<file path="src/design/pixel_count_display.sv">
`timescale 1ns/1ps
`default_nettype none

module pixel_count_display (
  input  logic       clk_pixel,
  input  logic       rst_n,
  input  logic       evt,
  output logic [6:0] cat,
  output logic [7:0] an
);

  logic [31:0] count;
  // cycles spent on the current digit
  logic [2:0] tick;
  logic [2:0] digit;
  logic [3:0] nibble;

  // active-low segments, bit 0 is segment a
  function automatic logic [6:0] glyph(input logic [3:0] val);
    logic [6:0] seg;
    case (val)
      4'h0: seg = 7'h3f;
      4'h1: seg = 7'h06;
      4'h2: seg = 7'h5b;
      4'h3: seg = 7'h4f;
      4'h4: seg = 7'h66;
      4'h5: seg = 7'h6d;
      4'h6: seg = 7'h7d;
      4'h7: seg = 7'h07;
      4'h8: seg = 7'h7f;
      4'h9: seg = 7'h6f;
      4'ha: seg = 7'h77;
      4'hb: seg = 7'h7c;
      4'hc: seg = 7'h39;
      4'hd: seg = 7'h5e;
      4'he: seg = 7'h79;
      default: seg = 7'h71;
    endcase
    return ~seg;
  endfunction

  // event counter, free running
  always_ff @(posedge clk_pixel or negedge rst_n) begin
    if (!rst_n) begin
      count <= '0;
    end else if (evt) begin
      count <= count + 1'b1;
    end
  end

  // nibble for the digit being lit
  assign nibble = count[digit*4 +: 4];

  // scan, next digit every 8 cycles
  // an and cat register together so they always agree
  always_ff @(posedge clk_pixel or negedge rst_n) begin
    if (!rst_n) begin
      tick <= '0;
      digit <= '0;
      an <= 8'hff;
      cat <= glyph(4'h0);
    end else begin
      tick <= tick + 1'b1;
      if (&tick) begin
        digit <= digit + 1'b1;
      end
      an <= ~(8'b1 << digit);
      cat <= glyph(nibble);
    end
  end

  // never two digits lit at once
  a_one_anode: assert property (@(posedge clk_pixel) disable iff (!rst_n)
    $countones(~an) <= 1)
    else $error("more than one anode low");

endmodule

`default_nettype wire

</file>
<file path="config.mk">
export PLATFORM = sky130hd
export DESIGN_NAME = pixel_count_display
export DESIGN_NICKNAME = d
export VERILOG_FILES = /design/src/design/pixel_count_display.sv
export SDC_FILE = /design/constraint.sdc
export NUM_CORES = 1
export LEC_CHECK = 0
export BUFFER_PORTS_ARGS = -buffer_cell sky130_fd_sc_hd__buf_2
export CORE_AREA = 2 2 70 72
export DETAILED_ROUTE_END_ITERATION = 10
export DIE_AREA = 0 0 72 74
export PLACE_DENSITY = 0.75
export SYNTH_ARGS = -nofsm -noshare
export SYNTH_HDL_FRONTEND = slang
export SYNTH_SLANG_ARGS = --single-unit
</file>
<file path="constraint.sdc">
create_clock -name clk_pixel -period 2.6 [get_ports clk_pixel]
set_clock_uncertainty 0.05 [all_clocks]
set_input_delay 0.26 -clock clk_pixel [delete_from_list [all_inputs] [get_ports clk_pixel]]
set_output_delay 0.26 -clock clk_pixel [all_outputs]
set_load 0.02 [all_outputs]
</file>
==> After elaboration in Yosys (flattened, before gate mapping) <==
Memory sizes are Yosys's and may differ from the RTL's.
Cells that the tools add are included.
{ "word_totals": {"reg_bits": 53, "mem_bits_ro": 112, "in_bits": 3, "out_inout_bits": 15, "wordCells": 14, "memories": 1} }
{ "mem_list": {"columns": ["name", "depth", "word_bits", "read_ports", "rd_ports_with_merged_regs", "wr", "line_no", "text"], "rows": [
  ["(name not given)", 16, 7, 1, 0, 0, "21", "case (val)"]
]} }
{ "op_classes": {"addsub": 3, "shifts": 2, "bitwise": 2, "reduce_logical": 1} }
{ "op_table": {"columns": ["cell", "n"], "rows": [
  ["$add 32x1->32 const B", 1],
  ["$shiftx 32x6->4", 1],
  ["$not 8->8", 1],
  ["$shl 1x3->8 const A", 1],
  ["$not 7->7", 1],
  ["$add 3x1->3 const B", 2],
  ["$reduce_and 3->1", 1]
]} }

==> Logic depth before layout (Yosys ltp) <==
Gate-level depths: netlist of run 1.
An unclocked memory read counts as a cell.
{ "depth": {"depth_word": 3, "mapped_depth": 8, "depth_no_buf": 7} }

==> Least setup slack after synthesis of run 1 <==
OpenSTA, ideal clock, no wires.
{ "synth_path": {"kind": "flip-flop to flip-flop", "from": "reg digit[0]", "to": "reg cat[4]", "setup_time_ns": 0.118, "arrival_ns": 2.187, "required_time_ns": 2.432, "path_slack_ns": 0.245, "path_stages_with_launch": 9, "n_path_buf": 1, "period_less_slack_ns": 2.355, "cell_sequence": "dfrtp_1 > buf_6 > mux4_1 > mux2i_1 > inv_1 > ha_1 > inv_1 > mux2i_1 > a21o_1"} }
{ "synth_via": {"elab_chain_cells": 3} }
{ "synth_rtl": {"columns": ["element", "line_no", "text"], "rows": [
  ["from (decl)", "15", "logic [2:0] digit;"],
  ["from (signal assigned)", "65", "digit <= digit + 1'b1;"],
  ["$shiftx 32x6->4", "52", "assign nibble = count[digit*4 +: 4];"],
  ["$mem_v2 16x7", null, null],
  ["$not 7->7", "39", "return ~seg;"],
  ["to (signal assigned)", "61", "cat <= glyph(4'h0);"],
  ["to (signal assigned)", "68", "cat <= glyph(nibble);"],
  ["to (decl)", "8", "output logic [6:0] cat,"]
]} }
Every way passes these cells.
A chain may end at the register's enable or synchronous reset.

==> Worst setup path after layout of run 1 <==
Same ends and word-level chain as after synthesis.

==> results of run 1 <==
-- layout make-up --
class / count / area (sq um)
Sequential cell: 53 / 1340
Timing Repair Buffer: 24 / 153
Clock buffer: 5 / 68.8
Multi-Input combinational cell: 142 / 1220
Inverter: 11 / 41.3
Clock inverter: 3 / 46.3
Tap cell: 54 / 67.6
Fill cell: 368 / 1660
-- placed cells by master, fill, tap and decap left out, types with 6 or more instances in the layout --
cell     Yosys  routed
mux2i_1      9       8
buf_2        2      17
inv_1       10      10
dfstp_2      9       9
ha_1        15      15
dfrtp_1     44      43
xnor2_1     27      27
nand3_1     11      11
nand4_1     17      17
xor2_1       6       6
nand2_1     18      18
-- logic make-up after synthesis --
logic type	share of synthesized area (%)
multiplexers	12.1
adder cells (fa/ha/maj)	7.11
XOR/XNOR	11.0
AO/OA/AOI/OAI	2.47
flip-flops	50.7
buffers and inverters	3.08
AND/OR/NAND/NOR	13.6
-- power groups by stage --
stage / Clock, mW / Sequential (mW) / Combinational, mW
after global routing: 0.598 / 0.966 / 0.154
after global placement: 0 / 0.971 / 0.124
after floorplan: 0 / 0.945 / 0.0947
after CTS: 0.574 / 0.956 / 0.133
final: 0.560 / 0.955 / 0.129
after detailed placement: 0 / 0.972 / 0.130
-- flip-flops by register name (all words and copies together), names as in the netlist --
signal	cells
cat	7
count	32
digit	3
tick	3
an	8
-- worst max path at each step --
stage / start / to / slack, ps / depth (start not counted)
finish: digit[0] / cat[4] / 290 / 7
global placement: digit[0] / cat[4] / 240 / 7
CTS: digit[0] / cat[4] / 80 / 7
floorplan: digit[0] / cat[4] / 250 / 8
global route: digit[0] / cat[0] / 90 / 6
detailed placement: digit[0] / cat[4] / 120 / 7
-- routing by layer --
metal	wire, um	vias up	global-route usage (%)	share of wire (%)
met5	0	-	0	0
met4	74	0	6.92	1.6
met3	148	8	4.07	3.3
met2	2170	34	31.3	48
met1	2090	823	26.3	47
li1	-	798	-	-
-- timing repair --
item,CTS,global route
gates resized for setup,0,2
endpoints found under the setup margin,0,4
hold endpoints to repair,16,0
hold buffers,1,0
-- worst max-delay path, delay by kind of cell, from the launching register on --
kind | cells | cell delay [ps]
compound gates | 1 | 190
fa+ha+maj | 1 | 260
buf+inv | 2 | 210
flops | 1 | 510
mux | 3 | 980
==> metrics.csv, run 1 <==
stage,metric,value,unit
setup_path,most frequent CP cell,inv_1,
floorplanning,row count,25,
sta,total negative slack,0,ps
setup_path,data required time of the worst path,2760,ps
cells_and_area,share of layout cells above drive strength 1,21.4,%
power_and_ir_drop,Psw,0.410,mW
floorplanning,I/O pins,18,
synthesis,Post-synth EDFFs,0,
floorplanning,Die H,74,um
outcome,status,finished clean,
place,post-place instance area,0.00281,sq mm
floorplanning,Die Area,0.00533,sq mm
worst_hold_path,WHS Path Cells,2,
cells_and_area,final net count,255,
power_and_ir_drop,Comb power frac,7.9,%
power_and_ir_drop,P_int,1.24,mW
setup_path,worst r2r src,digit[0],
setup_path,slowest CP cell,mux4_1,
cells_and_area,final cell count without fillers,292,
setup_path,CP cell instances,mux4_1 > mux2i_2 > inv_1 > ha_1 > inv_1 > mux2i_1 > a21o_1,
synthesis,Mean Syn Cell Area,12.5,sq um
setup_path,Critical Path AT,2470,ps
sta,Worst Tran Pin Value,722,ps
setup_path,Critical R2R Capture,cat[4],
synthesis,Syn Nets,229,
sta,Worst slew margin,51.7,%
clock_tree,clock latency on the worst-skew pair,310,ps
place,Placed Cells,283,
drt,WL per Instance,15.4,um
clock_tree,H-tree levels,2,
drt,ANT nets after route,0,
clock_tree,clock slew at reported path FFs,100,ps
floorplanning,Die X,72,um
synthesis,Most used DFF post-synth,dfrtp_1,
sta,Fmax,433,MHz
power_and_ir_drop,Max rail drop VDD,0.000379,V
sta,Final Max Tran Viols,0,
place,port bufs,17,
synthesis,Synth top area share,41.7,%
synthesis,commonest cells in the netlist,"44 x dfrtp_1, 27 x xnor2_1, 18 x nand2_1",
job,Max-Cap Viols,0,
power_and_ir_drop,Seq pwr share,58.1,%
clock_tree,cts bufs inserted,5,
synthesis,Synth area leaders,"dfrtp_1 42%, dfstp_2 9.0%, xnor2_1 9.0%",
synthesis,Post-Syn Instances,211,
cells_and_area,Final Core Density,63.9,%
power_and_ir_drop,Leak Pwr,1.38,nW
synthesis,flop and latch count out of synthesis,53,
drt,Post-Route WL,4.49,mm
cells_and_area,ant diodes,0,
power_and_ir_drop,clock power share,34.1,%
grt,initial antenna violation count,0,
drt,Vias,1663,
sta,Final Hold Vio Count,0,
floorplanning,core area,0.00460,sq mm
synthesis,register area share after synthesis,50.7,%
setup_path,worst r2r path cells,7,
cells_and_area,Syn-to-layout area delta,11.4,%
synthesis,cell with the most instances after synthesis,dfrtp_1,
clock_tree,post-CTS setup buffers,0,
floorplanning,effective utilization at floorplan,57.4,%
drt,Remaining DRCs,0,
synthesis,share of synthesized registers carrying an async set or reset,100,%
synthesis,Post-Syn Area,0.00264,sq mm
setup_path,CP Capture Type,register,
synthesis,Synth area leader,dfrtp_1,
sta,RSZ-0062 raised after global routing,no,
place,Placement Setup Slack,116,ps
grt,gr ovfl total,0,
grt,largest net degree at the start of global routing,29,
clock_tree,Root Driver,clkbuf_8,
setup_path,Startpoint Class,register,
clock_tree,CTS tree,built,
sta,Final period util,88.7,%
worst_hold_path,Hold WC Path Type,input port to register,
synthesis,synth warn,0,
cells_and_area,Final Instance Area,0.00294,sq mm
sta,Hold WS,160,ps
setup_path,critical path class,register to register,
power_and_ir_drop,Net Sw Frac,24.9,%
grt,vias in the first global route,1606,
setup_path,CP Max Fanout,10,
drt,post-DR vias/cell,5.70,
grt,global-route wire length before repair,7.83,mm
place,post-detail-place hpwl,3.23,mm
sta,final setup margin,293,ps
power_and_ir_drop,P per Cell Area,560,mW/mm^2
worst_hold_path,Hold EP,count[0],
sta,Setup-failing EPs final,0,
place,routability congestion estimate,0.862,
setup_path,Worst path max stage delay,610,ps
clock_tree,CTS sink count,53,
power_and_ir_drop,total power,1.64,mW
setup_path,reg2reg setup slack,290,ps
grt,GRT Overall Usage,19.3,%
sta,Final Critical Period,2310,ps
clock_tree,CTS Buffer Depth,2,
synthesis,unique cell type count in the Yosys netlist,33,
drt,first-pass iteration count of the detailed router,4,
worst_hold_path,hold path start,evt,
drt,drt first-iter violations,65,
Power figures use the tool's default switching activity.
==> run 2: changes to the inputs <==
- PLACE_DENSITY: 0.75 -> unset
- PLACE_DENSITY_LB_ADDON: unset -> 0.25
==> run 2 against run 1 <==
  * Maximum frequency decreased by 3.1%
  * Total power decreased by 4.1%
  * Flip-flop and latch count unchanged
  * Die area unchanged
  * Final area decreased by 0.89%
  * Clock power decreased by 12%
  * Setup slack got worse by 73 ps
  * Hold slack got worse by 13 ps
  * Via count decreased by 0.72%
==> metrics.csv, run 2 (synthesis gave the netlist of run 1 again) <==
stage,metric,value,unit,change
power_and_ir_drop,Max rail drop VDD,0.000378,V,was 0.000379 V
clock_tree,CTS Buffer Depth,2,,unchanged
setup_path,Startpoint Class,register,,unchanged
power_and_ir_drop,Psw,0.430,mW,was 0.410 mW
cells_and_area,Syn-to-layout area delta,10.4,%,was 11.4%
cells_and_area,"commonest non-fill, non-tap cell in the layout",dfrtp_1,,unchanged
grt,M1 GR Usage,27.6,%,was 26.3%
floorplanning,effective utilization at floorplan,57.4,%,unchanged
grt,grt met2 use,31.4,%,was 31.3%
sta,Hold WS,147,ps,was 160 ps
floorplanning,Die Area,0.00533,sq mm,unchanged
setup_path,data required time of the worst path,2750,ps,was 2760 ps
floorplanning,Die H,74,um,unchanged
sta,Setup-failing EPs final,0,,unchanged
outcome,status,finished clean,,unchanged
power_and_ir_drop,P_int,1.15,mW,was 1.24 mW
clock_tree,cts bufs inserted,5,,unchanged
floorplanning,I/O pins,18,,unchanged
setup_path,worst r2r src,digit[0],,unchanged
setup_path,Critical Path AT,2530,ps,was 2470 ps
power_and_ir_drop,clock power share,31.3,%,was 34.1%
drt,Vias,1651,,"was 1,663"
sta,Final Critical Period,2380,ps,was 2310 ps
cells_and_area,final net count,256,,was 255
grt,largest net degree at the start of global routing,26,,was 29
grt,global-route wire length before repair,7.92,mm,was 7.83 mm
place,port bufs,17,,unchanged
grt,GR peak layer,met2,,unchanged
drt,Remaining DRCs,0,,unchanged
drt,Post-Route WL,4.49,mm,about the same
power_and_ir_drop,P per Cell Area,542,mW/mm^2,was 560 mW/mm^2
clock_tree,clock latency on the worst-skew pair,310,ps,about the same
cells_and_area,"commonest non-fill, non-tap cells in the layout","43 x dfrtp_1, 27 x xnor2_1, 18 x nand2_1",,unchanged
setup_path,CP Capture Type,register,,unchanged
sta,Worst slew margin,55.0,%,was 51.7%
sta,Fmax,420,MHz,was 433 MHz
clock_tree,H-tree levels,2,,unchanged
worst_hold_path,hold path start,evt,,unchanged
floorplanning,row count,25,,unchanged
drt,post-DR vias/cell,5.63,,was 5.70
cells_and_area,Largest register FFs,32,,unchanged
drt,first-pass iteration count of the detailed router,4,,unchanged
cells_and_area,ant diodes,0,,unchanged
cells_and_area,Regs by FF count,"count: 32 flops, an: 8 flops, cat: 7 flops",,unchanged
cells_and_area,share of layout cells above drive strength 1,21.3,%,was 21.4%
sta,RSZ-0062 raised after global routing,no,,unchanged
clock_tree,Root Driver,clkbuf_8,,unchanged
drt,drt first-iter violations,133,,was 65
power_and_ir_drop,Seq pwr share,60.6,%,was 58.1%
grt,vias in the first global route,1578,,"was 1,606"
clock_tree,CTS tree,built,,unchanged
sta,Final period util,91.5,%,was 88.7%
place,routability congestion estimate,0.842,,was 0.862
clock_tree,CTS sink count,53,,unchanged
power_and_ir_drop,Leak Pwr,1.38,nW,about the same
setup_path,CP Max Fanout,10,,unchanged
setup_path,Critical R2R Capture,cat[4],,unchanged
clock_tree,clock slew at reported path FFs,100,ps,about the same
clock_tree,post-CTS setup buffers,0,,unchanged
floorplanning,Die X,72,um,unchanged
setup_path,worst r2r path cells,7,,unchanged
sta,Final Hold Vio Count,0,,unchanged
grt,GR met3 Demand/Resource,4.07,%,unchanged
grt,initial antenna violation count,0,,unchanged
sta,Worst Tran Pin Value,670,ps,was 722 ps
grt,gr ovfl total,0,,unchanged
setup_path,crit path capture,cat[4],,unchanged
setup_path,reg2reg setup slack,220,ps,was 290 ps
job,Max-Cap Viols,0,,unchanged
power_and_ir_drop,Comb power frac,8.1,%,was 7.9%
cells_and_area,Biggest register,count,,unchanged
worst_hold_path,Hold WC Path Type,input port to register,,unchanged
setup_path,crit path from,digit[0],,unchanged
floorplanning,core area,0.00460,sq mm,unchanged
sta,Final Max Tran Viols,0,,unchanged
sta,total negative slack,0,ps,unchanged
place,post-detail-place hpwl,3.24,mm,was 3.23 mm
setup_path,critical path class,register to register,,unchanged
power_and_ir_drop,Net Sw Frac,27.3,%,was 24.9%
drt,ANT nets after route,0,,unchanged
grt,GRT Overall Usage,19.6,%,was 19.3%
drt,WL per Instance,15.3,um,was 15.4 um
run 2: routing by layer:
layer | part of all wire (%) | vias up
met1 | 46 | 818
met5 | 0 | -
met2 | 49 | 29
li1 | - | 800
met4 | 1.2 | 0
met3 | 3.0 | 4
run 2: final cells by class:
type | count | area [sq um]
flip-flops and latches | 53 | 1340
well taps | 54 | 67.6
fillers | 383 | 1690
clock inverters | 3 | 28.8
clock buffers | 5 | 68.8
multi-input cells | 142 | 1220
repair buffers | 25 | 148
inverters | 11 | 41.3
run 2: worst min path at each step:
stage                          end  cells past startpoint
after floorplan             cat[0]                      0
after global placement     tick[2]                      1
after detailed placement   tick[2]                      1
after CTS                 count[0]                      2
after global routing      count[0]                      2
final                     count[0]                      2
run 2: power groups by stage:
stage	Clock [mW]	Sequential [mW]	Combinational (mW)
2_1_floorplan	0	0.945	0.0947
3_3_place_gp	0	0.972	0.123
3_5_place_dp	0	0.970	0.128
4_1_cts	0.512	0.954	0.129
5_1_grt	0.539	0.965	0.149
6_report	0.494	0.957	0.127
run 2: what timing repair did:
item                       4_1_cts  5_1_grt
setup endpoints to repair        0        2
hold endpoints to repair        15        0
resized for setup                0        1
hold buffers                     1        0
run 2: worst max-delay path, cell delays in order, from the launching register on:
cell	delay, ps
dfrtp_2	520
mux4_1	590
mux2i_1	360
inv_1	120
ha_1	270
inv_1	100
mux2i_1	70
a21o_1	190
run 2: metrics by stage:
step	std cells	power (mW)	utilization (%)	area (sq um)	setup slack, ps
2_1_floorplan	211	1.04	-	2640	245
3_3_place_gp	284	1.09	61.0	2800	228
3_5_place_dp	284	1.10	61.0	2800	163
4_1_cts	293	1.59	63.3	2910	94.4
5_1_grt	293	1.65	63.3	2910	55.6
6_report	293	1.58	63.3	2910	220
==> run 3: changes to the inputs <==
--- a/config.mk
+++ b/config.mk
@@ -8,5 +8,5 @@
 export BUFFER_PORTS_ARGS = -buffer_cell sky130_fd_sc_hd__buf_2
-export CORE_AREA = 2 2 70 72
+export CORE_AREA = 3 3 71 73
 export DETAILED_ROUTE_END_ITERATION = 10
-export DIE_AREA = 0 0 72 74
+export DIE_AREA = 0 0 74 76
 export PLACE_DENSITY_LB_ADDON = 0.25
==> constraint.sdc (replaced) <==
create_clock -name clk_pixel -period 2.6 [get_ports clk_pixel]
set_clock_uncertainty 0.05 [all_clocks]
set_input_delay 0.13 -clock clk_pixel [delete_from_list [all_inputs] [get_ports clk_pixel]]
set_output_delay 0.13 -clock clk_pixel [all_outputs]
set_load 0.02 [all_outputs]
==> run 3 against run 2 <==
  * Largest power group unchanged
  * Critical path depth unchanged
  * Setup slack improved by 15 ps
  * Sequential share of layout area fell by 0.14 points
==> metrics.csv, run 3 (synthesis gave the netlist of run 1 again) <==
stage,metric,value,unit,change
outcome,status,finished clean,,unchanged
cells_and_area,Largest register FFs,32,,unchanged
power_and_ir_drop,P_int,1.23,mW,was 1.15 mW
power_and_ir_drop,Max rail drop VDD,0.000470,V,was 0.000378 V
grt,global-route wire length before repair,8.02,mm,was 7.92 mm
setup_path,data required time of the worst path,2740,ps,was 2750 ps
sta,Hold WS,25.8,ps,was 147 ps
cells_and_area,ant diodes,0,,unchanged
drt,drt first-iter violations,71,,was 133
grt,initial antenna violation count,0,,unchanged
place,routability congestion estimate,0.856,,was 0.842
cells_and_area,share of layout cells above drive strength 1,20.6,%,was 21.3%
clock_tree,CTS sink count,53,,unchanged
clock_tree,CTS Buffer Depth,2,,unchanged
drt,Remaining DRCs,0,,unchanged
grt,largest net degree at the start of global routing,21,,was 26
setup_path,Worst path max stage delay,620,ps,was 590 ps
setup_path,Startpoint Class,register,,unchanged
floorplanning,effective utilization at floorplan,59.8,%,was 57.4%
power_and_ir_drop,total power,1.65,mW,was 1.58 mW
setup_path,Critical Path AT,2500,ps,was 2530 ps
place,port bufs,17,,unchanged
clock_tree,clock slew at reported path FFs,100,ps,about the same
cells_and_area,Biggest register,count,,unchanged
place,post-detail-place hpwl,3.27,mm,was 3.24 mm
setup_path,critical path class,register to register,,unchanged
grt,gr ovfl total,0,,unchanged
grt,GRT Overall Usage,18.1,%,was 19.6%
cells_and_area,Regs by FF count,"count: 32 flops, an: 8 flops, cat: 7 flops",,unchanged
sta,Fmax,423,MHz,was 420 MHz
power_and_ir_drop,Seq pwr share,58.5,%,was 60.6%
sta,total negative slack,0,ps,unchanged
cells_and_area,final net count,255,,was 256
setup_path,CP cell instances,mux4_1 > nand2_1 > and2_1 > inv_1 > ha_1 > nor3b_1 > a211oi_2,,was mux4_1 > mux2i_1 > inv_1 > ha_1 > inv_1 > mux2i_1 > a21o_1
clock_tree,clock latency on the worst-skew pair,300,ps,was 310 ps
sta,Worst slew margin,56.1,%,was 55.0%
sta,RSZ-0062 raised after global routing,no,,unchanged
floorplanning,core area,0.00441,sq mm,was 0.00460 sq mm
power_and_ir_drop,P per Cell Area,566,mW/mm^2,was 542 mW/mm^2
clock_tree,CTS tree,built,,unchanged
job,Max-Cap Viols,0,,unchanged
floorplanning,Die Area,0.00562,sq mm,was 0.00533 sq mm
setup_path,CP Capture Type,register,,unchanged
drt,Post-Route WL,4.60,mm,was 4.49 mm
power_and_ir_drop,Psw,0.417,mW,was 0.430 mW
floorplanning,Die X,74,um,was 72 um
power_and_ir_drop,Leak Pwr,1.38,nW,about the same
clock_tree,Root Driver,clkbuf_8,,unchanged
drt,first-pass iteration count of the detailed router,4,,unchanged
setup_path,slowest CP cell,dfrtp_1,,was mux4_1
clock_tree,CTS resizes,0,,unchanged
setup_path,CP Max Fanout,10,,unchanged
floorplanning,I/O pins,18,,unchanged
cells_and_area,Fill cells,346,,was 383
cells_and_area,Syn-to-layout area delta,10.6,%,was 10.4%
cells_and_area,"commonest non-fill, non-tap cells in the layout","44 x dfrtp_1, 27 x xnor2_1, 18 x nand2_1",,"was 43 x dfrtp_1, 27 x xnor2_1, 18 x nand2_1"
drt,WL per Instance,15.9,um,was 15.3 um
power_and_ir_drop,Net Sw Frac,25.3,%,was 27.3%
power_and_ir_drop,Comb power frac,7.6,%,was 8.1%
sta,Final Max Tran Viols,0,,unchanged
sta,Final period util,91.0,%,was 91.5%
sta,Worst Tran Pin Value,656,ps,was 670 ps
worst_hold_path,Hold WC Path Type,input port to register,,unchanged
drt,ANT nets after route,0,,unchanged
drt,post-DR vias/cell,5.77,,was 5.63
power_and_ir_drop,clock power share,33.9,%,was 31.3%
floorplanning,row count,24,,was 25
floorplanning,Die H,76,um,was 74 um
grt,vias in the first global route,1649,,"was 1,578"
sta,Final Critical Period,2370,ps,was 2380 ps
drt,Vias,1672,,"was 1,651"
sta,Setup-failing EPs final,0,,unchanged
clock_tree,H-tree levels,2,,unchanged
clock_tree,cts bufs inserted,5,,unchanged
cells_and_area,"commonest non-fill, non-tap cell in the layout",dfrtp_1,,unchanged
setup_path,Buf/Inv on CP,1,,was 2
sta,Final Hold Vio Count,0,,unchanged
setup_path,CP top delay family,flip-flops,,was multiplexers
[run 3: layout make-up]
cell class | instances | area, sq um | share of cell area (%)
sequential | 53 | 1340 | 45.8
clock buffer | 5 | 68.8 | 2.36
inverter | 11 | 41.3 | 1.41
clock inverter | 3 | 46.3 | 1.59
timing repair buffer | 24 | 140 | 4.80
tap | 52 | 65.1 | 2.23
multi-input combinational | 142 | 1220 | 41.8
[run 3: final timing paths]
kind / startpoint / end / slack, ps / cells after the start
worst min register to register: tick[0] / tick[0] / 390 / 1
worst max register to register: digit[0] / cat[0] / 230 / 7
max in group asynchronous: rst_n / cat[6] / 1570 / 3
worst min-delay path: evt / count[0] / 30 / 2
worst max-delay path: digit[0] / cat[0] / 230 / 7
min in group asynchronous: rst_n / count[12] / 260 / 2
[run 3: power groups by stage]
| stage | clock network [mW] | logic (mW) | registers, mW |
|---|---|---|---|
| 6_report | 0.559 | 0.126 | 0.966 |
| 3_3_place_gp | 0 | 0.124 | 0.972 |
| 4_1_cts | 0.574 | 0.130 | 0.964 |
| 5_1_grt | 0.606 | 0.147 | 0.976 |
| 2_1_floorplan | 0 | 0.0947 | 0.945 |
| 3_5_place_dp | 0 | 0.128 | 0.976 |
[run 3: stage by stage]
step | utilization [%] | worst slack, ps | cell area [sq um] | std cells
global placement | 63.3 | 288 | 2790 | 281
CTS | 66.1 | 219 | 2920 | 290
global route | 66.1 | 45.6 | 2920 | 290
floorplan | - | 245 | 2640 | 211
finish | 66.1 | 235 | 2920 | 290
detailed placement | 63.3 | 251 | 2790 | 281
[run 3: worst register-to-register path, delay by kind of cell, from the launching register on]
| family | cells | cell delay, ps |
|---|---|---|
| buf+inv | 1 | 110 |
| flops | 1 | 620 |
| mux | 1 | 610 |
| simple gates | 3 | 540 |
| compound gates | 1 | 70 |
| fa+ha+maj | 1 | 240 |
[run 3: what timing repair did]
item / in CTS / in global routing
endpoints found under the hold margin: 18 / 0
setup buffers: 0 / 0
hold buffers: 1 / 0
[run 3: layer usage]
layer  global-route usage [%]  routed length [um]
met3                     4.62                 248
met2                     28.0                2230
met4                     5.25                  56
met1                     25.2                2070
met5                        0                   0
